File: src/cmd_pkg.sv
// Command format definitions for the rasterizer front end.
// Covers the opcode encoding, the field layout of a command word,
// the count types and the states of the command parser.

`default_nettype none

package cmd_pkg;

    // Opcodes in bits 31 to 28 of a command word
    typedef enum logic [3:0] {
        OP_NOP    = 4'd0,
        OP_STORE  = 4'd1,
        OP_LOAD   = 4'd2,
        OP_MEMSET = 4'd3,
        OP_STREAM = 4'd4
    } opcode_t;

    // Field layout of a command word
    localparam int OP_POS   = 28;
    localparam int OP_SIZE  = 4;
    localparam int IMM_POS  = 0;
    localparam int IMM_SIZE = 28;

    // Byte-address bits inside one 32-bit word
    localparam int BEAT_SHIFT = 2;

    // Immediate byte count as carried in the command
    typedef logic [IMM_SIZE-1:0] byte_count_t;

    // Words still to produce, the byte count without its low bits
    typedef logic [IMM_SIZE-BEAT_SHIFT-1:0] beat_count_t;

    typedef enum logic [2:0] {
        ST_IDLE,
        ST_COMMAND,
        ST_STREAM,
        ST_FILL_WORD,
        ST_MEMSET
    } parser_state_t;

endpackage

`default_nettype wire

File: src/stream_pkg.sv
// Stream data definitions shared by the parser, the FIFO and the
// pixel unpacker.

`default_nettype none

package stream_pkg;

    // One word on the command and payload stream
    typedef logic [31:0] word_t;

    // One RGB565 pixel
    typedef logic [15:0] pixel_t;

    // Pixels packed into one stream word, low half first
    localparam int PIXELS_PER_WORD = 2;

    // A FIFO entry holds the word plus its last flag
    localparam int FIFO_ENTRY_WIDTH = $bits(word_t) + 1;

endpackage

`default_nettype wire

File: src/cmd_stream_top.sv
// Command stream front end of the rasterizer.
// Command words enter on the slave stream, the parser expands them
// into payload words, a FIFO buffers those and the unpacker sends them
// out as RGB565 pixels on the master stream.

`timescale 1ns/1ps
`default_nettype none

module cmd_stream_top #(
    parameter int FIFO_DEPTH = 8
) (
    input  wire logic               aclk,
    input  wire logic               resetn,

    input  wire logic               s_axis_tvalid,
    output logic                    s_axis_tready,
    input  wire stream_pkg::word_t  s_axis_tdata,

    output logic                    m_axis_tvalid,
    input  wire logic               m_axis_tready,
    output stream_pkg::pixel_t      m_axis_tdata,
    output logic                    m_axis_tlast
);

    logic              fifo_in_valid;
    logic              fifo_in_ready;
    stream_pkg::word_t fifo_in_word;
    logic              fifo_in_last;

    logic              fifo_out_valid;
    logic              fifo_out_ready;
    stream_pkg::word_t fifo_out_word;
    logic              fifo_out_last;

    command_parser u_parser (
        .aclk          (aclk),
        .resetn        (resetn),
        .s_axis_tvalid (s_axis_tvalid),
        .s_axis_tready (s_axis_tready),
        .s_axis_tdata  (s_axis_tdata),
        .fifo_in_valid (fifo_in_valid),
        .fifo_in_ready (fifo_in_ready),
        .fifo_in_word  (fifo_in_word),
        .fifo_in_last  (fifo_in_last)
    );

    stream_fifo #(
        .FIFO_DEPTH (FIFO_DEPTH)
    ) u_fifo (
        .aclk      (aclk),
        .resetn    (resetn),
        .in_valid  (fifo_in_valid),
        .in_ready  (fifo_in_ready),
        .in_word   (fifo_in_word),
        .in_last   (fifo_in_last),
        .out_valid (fifo_out_valid),
        .out_ready (fifo_out_ready),
        .out_word  (fifo_out_word),
        .out_last  (fifo_out_last)
    );

    pixel_unpacker u_unpacker (
        .aclk          (aclk),
        .resetn        (resetn),
        .word_valid    (fifo_out_valid),
        .word_ready    (fifo_out_ready),
        .word_data     (fifo_out_word),
        .word_last     (fifo_out_last),
        .m_axis_tvalid (m_axis_tvalid),
        .m_axis_tready (m_axis_tready),
        .m_axis_tdata  (m_axis_tdata),
        .m_axis_tlast  (m_axis_tlast)
    );

endmodule

`default_nettype wire

File: src/command_parser.sv
// Command parser of the rasterizer front end.
// Reads command words from the input stream and produces payload words
// (STREAM) or repeated fill words (MEMSET) on its output. The last word
// of each command is tagged. NOP, STORE, LOAD and unknown opcodes are
// dropped, as is any command with a byte count below 4.

`timescale 1ns/1ps
`default_nettype none

module command_parser (
    input  wire logic              aclk,
    input  wire logic              resetn,

    input  wire logic              s_axis_tvalid,
    output logic                   s_axis_tready,
    input  wire stream_pkg::word_t s_axis_tdata,

    output logic                   fifo_in_valid,
    input  wire logic              fifo_in_ready,
    output stream_pkg::word_t      fifo_in_word,
    output logic                   fifo_in_last
);

    cmd_pkg::parser_state_t state;
    cmd_pkg::beat_count_t   counter;
    stream_pkg::word_t      fill_q;

    cmd_pkg::opcode_t       cmd_op;
    cmd_pkg::byte_count_t   cmd_bytes;
    cmd_pkg::beat_count_t   cmd_beats;

    logic in_fire;
    logic out_free;
    logic load_stream;
    logic load_fill;

    assign cmd_op    = cmd_pkg::opcode_t'(s_axis_tdata[cmd_pkg::OP_POS +: cmd_pkg::OP_SIZE]);
    assign cmd_bytes = s_axis_tdata[cmd_pkg::IMM_POS +: cmd_pkg::IMM_SIZE];
    assign cmd_beats = cmd_pkg::beat_count_t'(cmd_bytes >> cmd_pkg::BEAT_SHIFT);

    // The output register can take a word when it is empty or draining
    assign out_free = !fifo_in_valid || fifo_in_ready;
    assign in_fire  = s_axis_tvalid && s_axis_tready;

    assign load_stream = (state == cmd_pkg::ST_STREAM) && in_fire;
    assign load_fill   = (state == cmd_pkg::ST_MEMSET) && out_free;

    // Payload is only accepted when the output register has room for it,
    // which also lets an empty register preload while the FIFO is full
    always_comb
    begin
        case (state)
            cmd_pkg::ST_COMMAND:   s_axis_tready = 1'b1;
            cmd_pkg::ST_FILL_WORD: s_axis_tready = 1'b1;
            cmd_pkg::ST_STREAM:    s_axis_tready = out_free;
            default:               s_axis_tready = 1'b0;
        endcase
    end

    always_ff @(posedge aclk)
    begin
        if (!resetn)
        begin
            state         <= cmd_pkg::ST_IDLE;
            counter       <= '0;
            fifo_in_valid <= 1'b0;
        end
        else
        begin
            if (load_stream || load_fill)
            begin
                fifo_in_valid <= 1'b1;
                counter       <= counter - 1'b1;
            end
            else if (fifo_in_ready)
            begin
                fifo_in_valid <= 1'b0;
            end

            case (state)
                cmd_pkg::ST_IDLE:
                begin
                    state <= cmd_pkg::ST_COMMAND;
                end
                cmd_pkg::ST_COMMAND:
                begin
                    if (s_axis_tvalid)
                    begin
                        counter <= cmd_beats;
                        if (cmd_beats == '0)
                            state <= cmd_pkg::ST_IDLE;
                        else if (cmd_op == cmd_pkg::OP_STREAM)
                            state <= cmd_pkg::ST_STREAM;
                        else if (cmd_op == cmd_pkg::OP_MEMSET)
                            state <= cmd_pkg::ST_FILL_WORD;
                        else
                            state <= cmd_pkg::ST_IDLE;
                    end
                end
                cmd_pkg::ST_STREAM:
                begin
                    if (load_stream && counter == 1)
                        state <= cmd_pkg::ST_IDLE;
                end
                cmd_pkg::ST_FILL_WORD:
                begin
                    if (s_axis_tvalid)
                        state <= cmd_pkg::ST_MEMSET;
                end
                cmd_pkg::ST_MEMSET:
                begin
                    if (load_fill && counter == 1)
                        state <= cmd_pkg::ST_IDLE;
                end
                default:
                begin
                    state <= cmd_pkg::ST_IDLE;
                end
            endcase
        end
    end

    // Data path of the output register and the captured fill word
    always_ff @(posedge aclk)
    begin
        if (state == cmd_pkg::ST_FILL_WORD && s_axis_tvalid)
            fill_q <= s_axis_tdata;

        if (load_stream || load_fill)
        begin
            fifo_in_word <= load_stream ? s_axis_tdata : fill_q;
            // The word that takes the counter from one to zero ends the command
            fifo_in_last <= (counter == 1);
        end
    end

endmodule

`default_nettype wire

File: src/pixel_unpacker.sv
// Pixel unpacker.
// Splits each buffered 32-bit word into RGB565 pixels on the output
// stream, low half first. tlast marks the final pixel of a last word.

`timescale 1ns/1ps
`default_nettype none

module pixel_unpacker (
    input  wire logic              aclk,
    input  wire logic              resetn,

    input  wire logic              word_valid,
    output logic                   word_ready,
    input  wire stream_pkg::word_t word_data,
    input  wire logic              word_last,

    output logic                   m_axis_tvalid,
    input  wire logic              m_axis_tready,
    output stream_pkg::pixel_t     m_axis_tdata,
    output logic                   m_axis_tlast
);

    localparam int PIX_W = $bits(stream_pkg::pixel_t);
    localparam int IDX_W = $clog2(stream_pkg::PIXELS_PER_WORD);
    localparam logic [IDX_W-1:0] LAST_IDX = IDX_W'(stream_pkg::PIXELS_PER_WORD - 1);

    stream_pkg::word_t word_q;
    logic              last_q;
    logic [IDX_W-1:0]  pix_idx;

    logic pix_fire;
    logic final_pix;
    logic take;

    assign pix_fire  = m_axis_tvalid && m_axis_tready;
    assign final_pix = (pix_idx == LAST_IDX);

    // Refill as soon as the high half leaves, keeping one pixel per cycle
    assign word_ready = !m_axis_tvalid || (pix_fire && final_pix);
    assign take       = word_valid && word_ready;

    assign m_axis_tdata = word_q[pix_idx*PIX_W +: PIX_W];
    assign m_axis_tlast = last_q && final_pix;

    always_ff @(posedge aclk)
    begin
        if (!resetn)
        begin
            m_axis_tvalid <= 1'b0;
            pix_idx       <= '0;
        end
        else if (take)
        begin
            m_axis_tvalid <= 1'b1;
            pix_idx       <= '0;
        end
        else if (pix_fire)
        begin
            if (final_pix)
                m_axis_tvalid <= 1'b0;
            else
                pix_idx <= pix_idx + 1'b1;
        end
    end

    always_ff @(posedge aclk)
    begin
        if (take)
        begin
            word_q <= word_data;
            last_q <= word_last;
        end
    end

endmodule

`default_nettype wire

File: src/stream_fifo.sv
// Synchronous FIFO for tagged stream words.
// Each entry keeps a word with its last flag. Full and empty follow from
// read and write pointers that carry one extra wrap bit.

`timescale 1ns/1ps
`default_nettype none

module stream_fifo #(
    parameter int FIFO_DEPTH = 8
) (
    input  wire logic              aclk,
    input  wire logic              resetn,

    input  wire logic              in_valid,
    output logic                   in_ready,
    input  wire stream_pkg::word_t in_word,
    input  wire logic              in_last,

    output logic                   out_valid,
    input  wire logic              out_ready,
    output stream_pkg::word_t      out_word,
    output logic                   out_last
);

    localparam int ADDR_W = $clog2(FIFO_DEPTH);

    logic [stream_pkg::FIFO_ENTRY_WIDTH-1:0] mem [FIFO_DEPTH];

    logic [ADDR_W:0] wr_ptr;
    logic [ADDR_W:0] rd_ptr;

    logic empty;
    logic full;
    logic wr_en;
    logic rd_en;

    assign empty = (wr_ptr == rd_ptr);
    // Same slot, but the writer has wrapped once more than the reader
    assign full  = (wr_ptr[ADDR_W] != rd_ptr[ADDR_W]) &&
                   (wr_ptr[ADDR_W-1:0] == rd_ptr[ADDR_W-1:0]);

    assign in_ready  = !full;
    assign out_valid = !empty;

    assign wr_en = in_valid && in_ready;
    assign rd_en = out_valid && out_ready;

    assign {out_last, out_word} = mem[rd_ptr[ADDR_W-1:0]];

    always_ff @(posedge aclk)
    begin
        if (!resetn)
        begin
            wr_ptr <= '0;
            rd_ptr <= '0;
        end
        else
        begin
            if (wr_en)
                wr_ptr <= wr_ptr + 1'b1;
            if (rd_en)
                rd_ptr <= rd_ptr + 1'b1;
        end
    end

    always_ff @(posedge aclk)
    begin
        if (wr_en)
            mem[wr_ptr[ADDR_W-1:0]] <= {in_last, in_word};
    end

endmodule

`default_nettype wire

File: config.mk
export PLATFORM = sky130hd
export DESIGN_NAME = cmd_stream_top
export DESIGN_NICKNAME = d
export VERILOG_FILES = /design/src/cmd_pkg.sv /design/src/stream_pkg.sv /design/src/cmd_stream_top.sv /design/src/command_parser.sv /design/src/pixel_unpacker.sv /design/src/stream_fifo.sv
export SDC_FILE = /design/constraint.sdc
export NUM_CORES = 1
export LEC_CHECK = 0
export BUFFER_PORTS_ARGS = -buffer_cell sky130_fd_sc_hd__buf_2
export CAP_MARGIN = 20
export CORE_MARGIN = 1.5
export CORE_UTILIZATION = 30
export DETAILED_ROUTE_END_ITERATION = 12
export GPL_TIMING_DRIVEN = 0
export PLACE_DENSITY = 0.42
export SLEW_MARGIN = 20
export SYNTH_ARGS = -nofsm -noshare
export SYNTH_HDL_FRONTEND = slang
export SYNTH_SLANG_ARGS = --single-unit
export TNS_END_PERCENT = 100
File: constraint.sdc
create_clock -name aclk -period 4.8 [get_ports aclk]
set_clock_uncertainty 0.15 [all_clocks]
set_input_delay 0.24 -clock aclk [delete_from_list [all_inputs] [get_ports aclk]]
set_output_delay 0.24 -clock aclk [all_outputs]
set_load 0.02 [all_outputs]
== Word-level counts from Yosys, hierarchy flattened ==
Memory sizes are Yosys's and may differ from the RTL's. A register that Yosys moved wholly into a read port is not among the register bits.
Index checks and enable logic that the tools add are counted.

* Memories kept: 1
* Bits in registers: 105
* Word-level logic and storage cells: 80
* Memory bits (writable): 264
* Output and inout bits: 19

* Equality and inequality tests: 15
* Reductions and logical operators: 27
* Shift operators: 1
* Bitwise logic cells: 1
* Mux-type cells: 21
* Add/subtract/negate cells: 4

{| class="wikitable"
|+ Memories
! memory !! words !! bits a word !! read ports !! clocked after memory_dff !! write ports !! RTL line !! text
|-
| u_fifo.mem || 8 || 33 || 1 || 1 || 1 || stream_fifo.sv:27 || <nowiki>logic [stream_pkg::FIFO_ENTRY_WIDTH-1:0] mem [FIFO_DEPTH];</nowiki>
|}

{| class="wikitable"
|+ Operators with widths
! kind !! number
|-
| two-way mux 26 bit || 3
|-
| two-way mux 32 bit || 1
|-
| indexed part select 32 x 6 -> 16 bit || 1
|-
| equality test 26 x 1 -> 1 bit, second input constant || 1
|-
| zero test 26 bit || 1
|-
| subtractor 26 x 1 -> 26 bit, second input constant || 1
|-
| two-way mux 3 bit || 6
|-
| case mux 3 bit (5 select lines) || 1
|-
| logical AND 1 bit || 12
|-
| != test 2 bit, second input constant || 5
|-
| adder 4 x 1 -> 4 bit, second input constant || 2
|-
| two-way mux 1 bit || 8
|-
| equality test 3 x 2 -> 1 bit, second input constant || 2
|-
| equality test 4 x 2 -> 1 bit, second input constant || 1
|-
| equality test 4 x 3 -> 1 bit, second input constant || 1
|-
| equality test 4 bit || 1
|-
| zero test 1 bit || 4
|-
| AND reduction 4 bit || 1
|-
| nonzero test 2 bit || 2
|-
| OR reduction 2 bit || 2
|-
| equality test 3 x 1 -> 1 bit, second input constant || 1
|-
| equality test 3 bit || 1
|-
| equality test 3 bit, second input constant || 1
|-
| zero test 3 bit || 1
|-
| 7 further kinds || 9
|}

== Depth between registers and ports, before layout ==
Gate-level depths: netlist (run 1).

* Depth in word-level cells: 11
* Mapped depth: 9

== Modules after synthesis ==
Synthesis (run 1) repeated with hierarchy kept, for this count alone.

* Cells, all modules: 856
* Area, all modules: 16191.8 um2

{| class="wikitable"
|+ By module, submodules not included
! module !! times used !! cells an instance !! area an instance (um2) !! seq. area each (um2)
|-
| stream_fifo || 1 || 465 || 10695.3 || 8147.8
|-
| command_parser || 1 || 329 || 4194.0 || 2552.4
|-
| pixel_unpacker || 1 || 62 || 1302.5 || 1031.0
|}

== Worst setup path after synthesis (run 1) ==
No wires, ideal clock.

* Kind: flip-flop to flip-flop
* Start: reg u_fifo.rd_ptr[2]
* End: mem u_fifo.mem[0][0] in the netlist's numbering, enable pin
* Library setup time: 0.464 ns
* Stages on the path, launching flop included: 8
* Path buffers: 3
* Arrival: 3.716 ns
* Path slack: 0.470 ns
* Cells stage by stage: dfxtp_1 > buf_4 > xnor2_1 > and4_1 > buf_6 > buf_6 > or3_1 > nor3_1

* Longest elaborated chain between the ends: 6

{| class="wikitable"
|+ RTL lines
! item !! RTL line !! text
|-
| start, declared || stream_fifo.sv:30 || <nowiki>logic [ADDR_W:0] rd_ptr;</nowiki>
|-
| start signal, assigned || stream_fifo.sv:62 || <nowiki>rd_ptr <= rd_ptr + 1'b1;</nowiki>
|-
| equality test 3 bit || stream_fifo.sv:40 || <nowiki>(wr_ptr[ADDR_W-1:0] == rd_ptr[ADDR_W-1:0]);</nowiki>
|-
| logical AND 1 bit || stream_fifo.sv:39 || <nowiki>assign full = (wr_ptr[ADDR_W] != rd_ptr[ADDR_W]) &&</nowiki>
|-
| zero test 1 bit || stream_fifo.sv:42 || <nowiki>assign in_ready = !full;</nowiki>
|-
| logical AND 1 bit || stream_fifo.sv:45 || <nowiki>assign wr_en = in_valid && in_ready;</nowiki>
|-
| two-way mux 1 bit || stream_fifo.sv:68 || <nowiki>if (wr_en)</nowiki>
|-
| two-way mux 1 bit (implied by the code) || stream_fifo.sv:69 || <nowiki>mem[wr_ptr[ADDR_W-1:0]] <= {in_last, in_word};</nowiki>
|-
| end, declared || stream_fifo.sv:27 ||
|}

Every way passes these cells.

== Final worst setup path (run 1) ==
* Start: reg u_parser.fifo_in_valid
* End: mem u_fifo.mem[4][15] in the netlist's numbering, enable pin

* Longest elaborated chain between the ends: 3

{| class="wikitable"
|+ RTL lines
! item !! RTL line !! text
|-
| start, declared || command_parser.sv:18 || <nowiki>output logic fifo_in_valid,</nowiki>
|-
| start signal, assigned || command_parser.sv:66 || <nowiki>fifo_in_valid <= 1'b0;</nowiki>
|-
| start signal, assigned || command_parser.sv:72 || <nowiki>fifo_in_valid <= 1'b1;</nowiki>
|-
| start signal, assigned || command_parser.sv:77 || <nowiki>fifo_in_valid <= 1'b0;</nowiki>
|-
| logical AND 1 bit || stream_fifo.sv:45 ||
|-
| two-way mux 1 bit || stream_fifo.sv:68 ||
|-
| two-way mux 1 bit (implied by the code) || stream_fifo.sv:69 ||
|}

Every way passes these cells.

==> results of run 1 <==
[sequential cells by signal, summed over array words and instances (netlist names)]
register and flops:
u_fifo.mem 264, u_parser.fifo_in_word 32, u_parser.fill_q 32, u_unpacker.word_q 32
u_parser.counter 26, u_fifo.rd_ptr 4, u_fifo.wr_ptr 4, u_parser.state 3
u_parser.fifo_in_last 1, u_parser.fifo_in_valid 1, u_unpacker.final_pix 1, u_unpacker.last_q 1
u_unpacker.m_axis_tvalid 1
[metrics by stage]
| stage | TNS [ns] | utilization [%] | total power, mW |
|---|---|---|---|
| floorplan | 0 | - | 4.31 |
| global placement | -363.63 | 32.5 | 4.51 |
| detailed placement | 0 | 33.6 | 4.53 |
| CTS | 0 | 36.8 | 7.65 |
| global route | 0 | 36.8 | 7.84 |
| finish | 0 | 36.8 | 7.55 |
[logic make-up after synthesis]
family,after synthesis,synth area share [%]
DFF,402,73.1
xor gates and xnor gates,27,1.48
and+or+nand+nor,125,4.51
AOI/OAI and AO/OA,86,3.71
adders and majority gates,4,0.313
buffers and inverters,51,1.45
muxes,154,15.5
[timing repair]
item,CTS,global route
hold buffers,35,0
endpoints found under the hold margin,92,0
gates resized for setup,0,0
[path summary, 6_finish.rpt]
kind / start / endpoint / cells after the start
worst max-delay path: u_parser.fifo_in_valid / u_fifo.mem[4][15] / 6
worst min-delay path: s_axis_tdata[0] / u_parser.fill_q[0] / 2
worst max register to register: u_parser.fifo_in_valid / u_fifo.mem[4][15] / 6
worst min register to register: u_parser.counter[25] / u_parser.counter[25] / 2
[cells in the mapped netlist (3+ instances only)]
library cell	instances
mux4_2	66
o21ai_0	30
a211oi_1	6
and4_1	3
nor4_1	11
or4_1	4
xor2_1	6
dfxtp_1	40
buf_2	17
a2111oi_0	8
nand2_1	16
nand4_1	7
nor2_1	26
mux2_1	3
a21oi_1	21
nor2b_1	3
nor3_1	9
nand2b_1	9
and3_1	3
nand3b_1	5
or3_1	6
a31oi_1	4
xnor2_1	21
a2111oi_2	6
ha_1	4
mux2_2	80
inv_1	6
clkbuf_1	23
nand3_1	7
mux2i_1	5
and2_1	3
edfxtp_1	362
[layout by cell type, fill, tap and decap left out, types with 9 or more instances in the layout]
master and n:
edfxtp_1 362, mux2_2 80, buf_2 72, mux4_2 66
clkbuf_16 45, dfxtp_1 40, clkbuf_1 37, dlygate4sd3_1 35
o21ai_0 30, xnor2_1 21, a21oi_1 21, nor2_1 20
nand2_1 16, buf_16 13, nor4_1 11, buf_4 10
clkinv_1 10, nand2b_1 9
[layout make-up]
type / count / area share, %
sequential: 402 / 60.4
multi-input combinational: 396 / 21.5
clock buffer: 63 / 6.39
timing repair buffer: 115 / 5.74
tap: 688 / 4.46
buffer: 45 / 1.09
clock inverter: 15 / 0.324
inverter: 6 / 0.117
[per-layer routing]
layer	global-route usage, %	part of all wire [%]	vias up
li1	-	-	3770
met1	20.9	46	4345
met2	24.7	48	188
met3	3.04	4.6	41
met4	3.21	1.4	0
met5	0	0	-
[power by group through the flow]
stage / registers [mW] / logic [mW] / clock network, mW
2_1_floorplan: 3.93 / 0.371 / 0
3_3_place_gp: 3.95 / 0.557 / 0
3_5_place_dp: 3.95 / 0.580 / 0
4_1_cts: 3.87 / 0.605 / 3.17
5_1_grt: 3.88 / 0.646 / 3.31
6_report: 3.87 / 0.591 / 3.09
==> impl_metrics.json, run 1 <==
{
  "synth.largest_area_cell": "edfxtp_1",
  "synth_top_area_share_pct": 68.1,
  "ir_drop_mv": 0.211,
  "synth.distinct_cells": 55,
  "post-place-ws_ns": 1.46,
  "maxCapViolCount": 0,
  "worst_setup_path_end_kind": "register",
  "wl_per_cell_um": 23.2,
  "clock_power_share_pct": 40.9,
  "via_count": 8344,
  "grt_first_pass_wirelength_mm": 59.3,
  "die_area_mm2": 0.0546,
  "dr.pass1.iters": 5,
  "cts_buffers": 44,
  "cts_max_path_buffers": 3,
  "critPathBufInv": 4,
  "dpl-instance-area_mm2": 0.0177,
  "fin_nets": 1050,
  "max_stage_delay_ns": 0.65,
  "switching_power_mw": 1.68,
  "worst_slack_ns": 1.53,
  "insertion_delay_ns": 0.56,
  "reg2reg_slack_ns": 1.53,
  "cellLeakagePower_nw": 6.03,
  "grt_pass1_vias": 8628,
  "nFillCells": 4928,
  "arrival_ns": 3.37,
  "avgSynthCellArea_um2": 18.8,
  "power_density_mw_per_mm2": 391,
  "grt_usage_pct": 15.2,
  "regArea_mm2": 0.0117,
  "root_buffer": "clkbuf_16",
  "wl_mm": 40.1,
  "rows": 84,
  "insertedDiodeCount": 0,
  "grt_overflow": 0,
  "syn-num-nets": 889,
  "power_frac_seq_pct": 51.3,
  "cp.required_ns": 4.90,
  "critical_path_class": "reg2reg",
  "max_clock_freq_mhz": 306,
  "io_pins": 55,
  "yosysSeqAreaShare_pct": 73.1,
  "htreeDepth": 2,
  "io_buffers": 54,
  "netlist_area_mm2": 0.0160,
  "hold_slack_ns": 0.271,
  "fp.dieH_um": 234,
  "status": "complete, no violations",
  "cp-start-kind": "register",
  "setup_violations": 0,
  "synth_edf_count": 362,
  "power.internal_mw": 5.87,
  "antenna_found_initial": 1,
  "coreArea_mm2": 0.0526,
  "finalHoldViolCount": 0,
  "p_comb_share_pct": 7.8,
  "clock-sinks": 402,
  "grt_setup_unrepaired": "no",
  "yosys-top-cells-area": "edfxtp_1, mux4_2, mux2_2",
  "path_clk_slew_ns": 0.06,
  "viasPerCell": 4.82,
  "synthCells": 849,
  "ant_nets": 0,
  "post-cts-setup-buffer-count": 0,
  "cts_tree": "yes",
  "drive_gt1_share_pct": 31.5,
  "drt-initial-drc-count": 536,
  "path_common_cell": "buf_4",
  "cp_max_fo": 10,
  "drc": 0,
  "crit_family": "buffers and inverters",
  "finalCriticalPeriod_ns": 3.27,
  "place_hpwl_mm": 27.2,
  "place_congestion": 0.806,
  "holdCritPathClass": "in2reg",
  "period_share_pct": 68.1,
  "grt_max_degree": 27,
  "initial_core_util_pct": 30.4,
  "worst_slew_pin_slew_ns": 0.907,
  "multi_input_area_mm2": 0.00415,
  "cp_slowest_cell": "nor3_2",
  "ys_ff_latch": 402,
  "design_area_mm2": 0.0193,
  "die_w_um": 234,
  "dp.cells": 1617,
  "p_sw_share_pct": 22.2,
  "synth_ff_type": "edfxtp_1",
  "layout.cells.non_filler": 1730,
  "ys.warnings.count": 0,
  "path_cells": "clkbuf_1 -> buf_2 -> nand3_1 -> nor3_2 -> buf_4 -> buf_4",
  "synthToLayoutAreaGrowth_pct": 21.0,
  "async_reset_ff_share_pct": 0,
  "maxSlewHeadroom_pct": 39.0,
  "drv_slew": 0
}
No activity file was read; power rests on OpenSTA's default activity.
==> run 2: changes to the inputs <==
PLACE_DENSITY = 0.44   (was 0.42)
clock period = 2.8 ns   (was 4.8 ns; I/O delays follow)
==> run 2 against run 1 <==
Utilization grew 0.65 points. Critical path type is now reg2out. Cell count grew 0.23%. First-iteration DRC count grew 16%. Clock power grew 85%. Die area is the same. Flip-flop and latch count is the same. Register-to-register slack lost 1.4 ns. Via count shrank 0.28%. Design area grew 1.8%. Largest cell class unchanged. Sequential power grew 72%. Wire length grew 0.12%.
==> impl_metrics.json, run 2 (synthesis results as in run 1) <==
{
  "status": "complete, no violations",
  "dr.pass1.iters": 4,
  "initial_core_util_pct": 30.4,
  "cts_tree": "yes",
  "final_common_cell": "edfxtp_1",
  "via_count": 8321,
  "drv_slew": 0,
  "finalHoldViolCount": 0,
  "power_mw": 13.4,
  "drc": 0,
  "maxCapViolCount": 0,
  "grt_usage_pct": 15.1,
  "coreArea_mm2": 0.0526,
  "drive_gt1_share_pct": 33.7,
  "arrival_ns": 2.40,
  "power_density_mw_per_mm2": 680,
  "critical_path_class": "reg2out",
  "finalCriticalPeriod_ns": 2.69,
  "cp-start-kind": "register",
  "ir_drop_mv": 0.352,
  "synthToLayoutAreaGrowth_pct": 23.1,
  "grt_pass1_vias": 8684,
  "die_area_mm2": 0.0546,
  "fp.dieH_um": 234,
  "die_w_um": 234,
  "cellLeakagePower_nw": 6.15,
  "grt_setup_unrepaired": "no",
  "final_cell_mix": "edfxtp_1, mux2_2, mux4_2, buf_2, clkbuf_16",
  "worst_slew_pin_slew_ns": 1.02,
  "holdCritPathClass": "in2reg",
  "cts_buffers": 44,
  "rows": 84,
  "max_clock_freq_mhz": 371,
  "finalSetupTns_ns": 0,
  "grt_first_pass_wirelength_mm": 59.0,
  "insertion_delay_ns": 0.56,
  "place_hpwl_mm": 27.0,
  "drt-initial-drc-count": 621,
  "io_buffers": 54,
  "fin_nets": 1055,
  "cp_max_fo": 10,
  "nFillCells": 4883,
  "insertedDiodeCount": 0,
  "final_core_util_pct": 37.4,
  "worst_setup_path_end_kind": "output pin",
  "largest_register_ff_count": 264,
  "wl_per_cell_um": 23.1,
  "period_share_pct": 96.2,
  "path_clk_slew_ns": 0.06,
  "io_pins": 55,
  "grt_overflow": 0,
  "htreeDepth": 2,
  "clock-sinks": 402,
  "viasPerCell": 4.80,
  "grt_max_degree": 22,
  "setup_violations": 0,
  "antenna_found_initial": 0,
  "root_buffer": "clkbuf_16",
  "wl_mm": 40.1,
  "ant_nets": 0,
  "cts_max_path_buffers": 3,
  "maxSlewHeadroom_pct": 32.0,
  "worst_slack_ns": 0.105,
  "post-place-ws_ns": -0.468,
  "hold_slack_ns": 0.189,
  "place_congestion": 0.804,
  "cp.required_ns": 2.51
}
-- run 2: cell count changes in the layout (fill, tap and decap cells not counted), sizes merged --
cell,before,now
inv,6,8
bufinv,0,5
buf,102,104
clkbuf,86,79
clkinvlp,0,2
-- run 2: layout make-up --
class / count / area (um2) / area share [%]
flip-flops and latches: 402 / 11700 / 59.4
inverters: 6 / 22.5 / 0.115
plain buffers: 43 / 231 / 1.18
clock inverters: 24 / 246 / 1.25
clock buffers: 53 / 1160 / 5.88
multi-input cells: 396 / 4230 / 21.5
repair buffers: 122 / 1240 / 6.33
well taps: 688 / 861 / 4.38
-- run 2: timing repair --
action                                  4_1_cts  5_1_grt
gates resized for setup                       8        8
hold buffers                                 35        0
pin swaps                                     7        1
hold endpoints to repair                     94        0
setup buffers                                10        1
endpoints found under the setup margin      267       48
-- run 2: power by group --
| part | total, mW | internal [mW] | switching, mW |
|---|---|---|---|
| logic | 1.01 | 0.451 | 0.554 |
| registers | 6.65 | 6.57 | 0.0758 |
| clock network | 5.71 | 3.39 | 2.32 |
| total | 13.4 | 10.4 | 2.95 |
-- run 2: per-layer routing --
layer	global-route usage, %	wire length, um
met1	21.7	19300
met2	23.6	18500
met3	2.93	1730
met4	3.23	576
met5	0	0
-- run 2: path summary, 6_finish.rpt --
check / startpoint / endpoint / slack, ns / depth (start not counted)
setup / recovery: u_unpacker.final_pix / m_axis_tdata[10] / 0.11 / 3
hold / removal: s_axis_tdata[25] / u_parser.fill_q[25] / 0.19 / 2
setup reg to reg: u_fifo.rd_ptr[2] / u_fifo.mem[3][2] / 0.11 / 9
hold reg to reg: u_parser.counter[25] / u_parser.counter[25] / 0.36 / 2
-- run 2: through the flow --
| step | area [um2] | instances |
|---|---|---|
| after floorplan | 16000 | 849 |
| after global placement | 17200 | 1591 |
| after detailed placement | 17700 | 1613 |
| after CTS | 19600 | 1734 |
| after global routing | 19700 | 1734 |
| final | 19700 | 1734 |
-- run 2: critical path, stage by stage, from the launching register on --
cell and delay [ns]:
dfxtp_1 0.78, clkbuf_2 0.46, mux2_2 0.43, buf_2 0.17
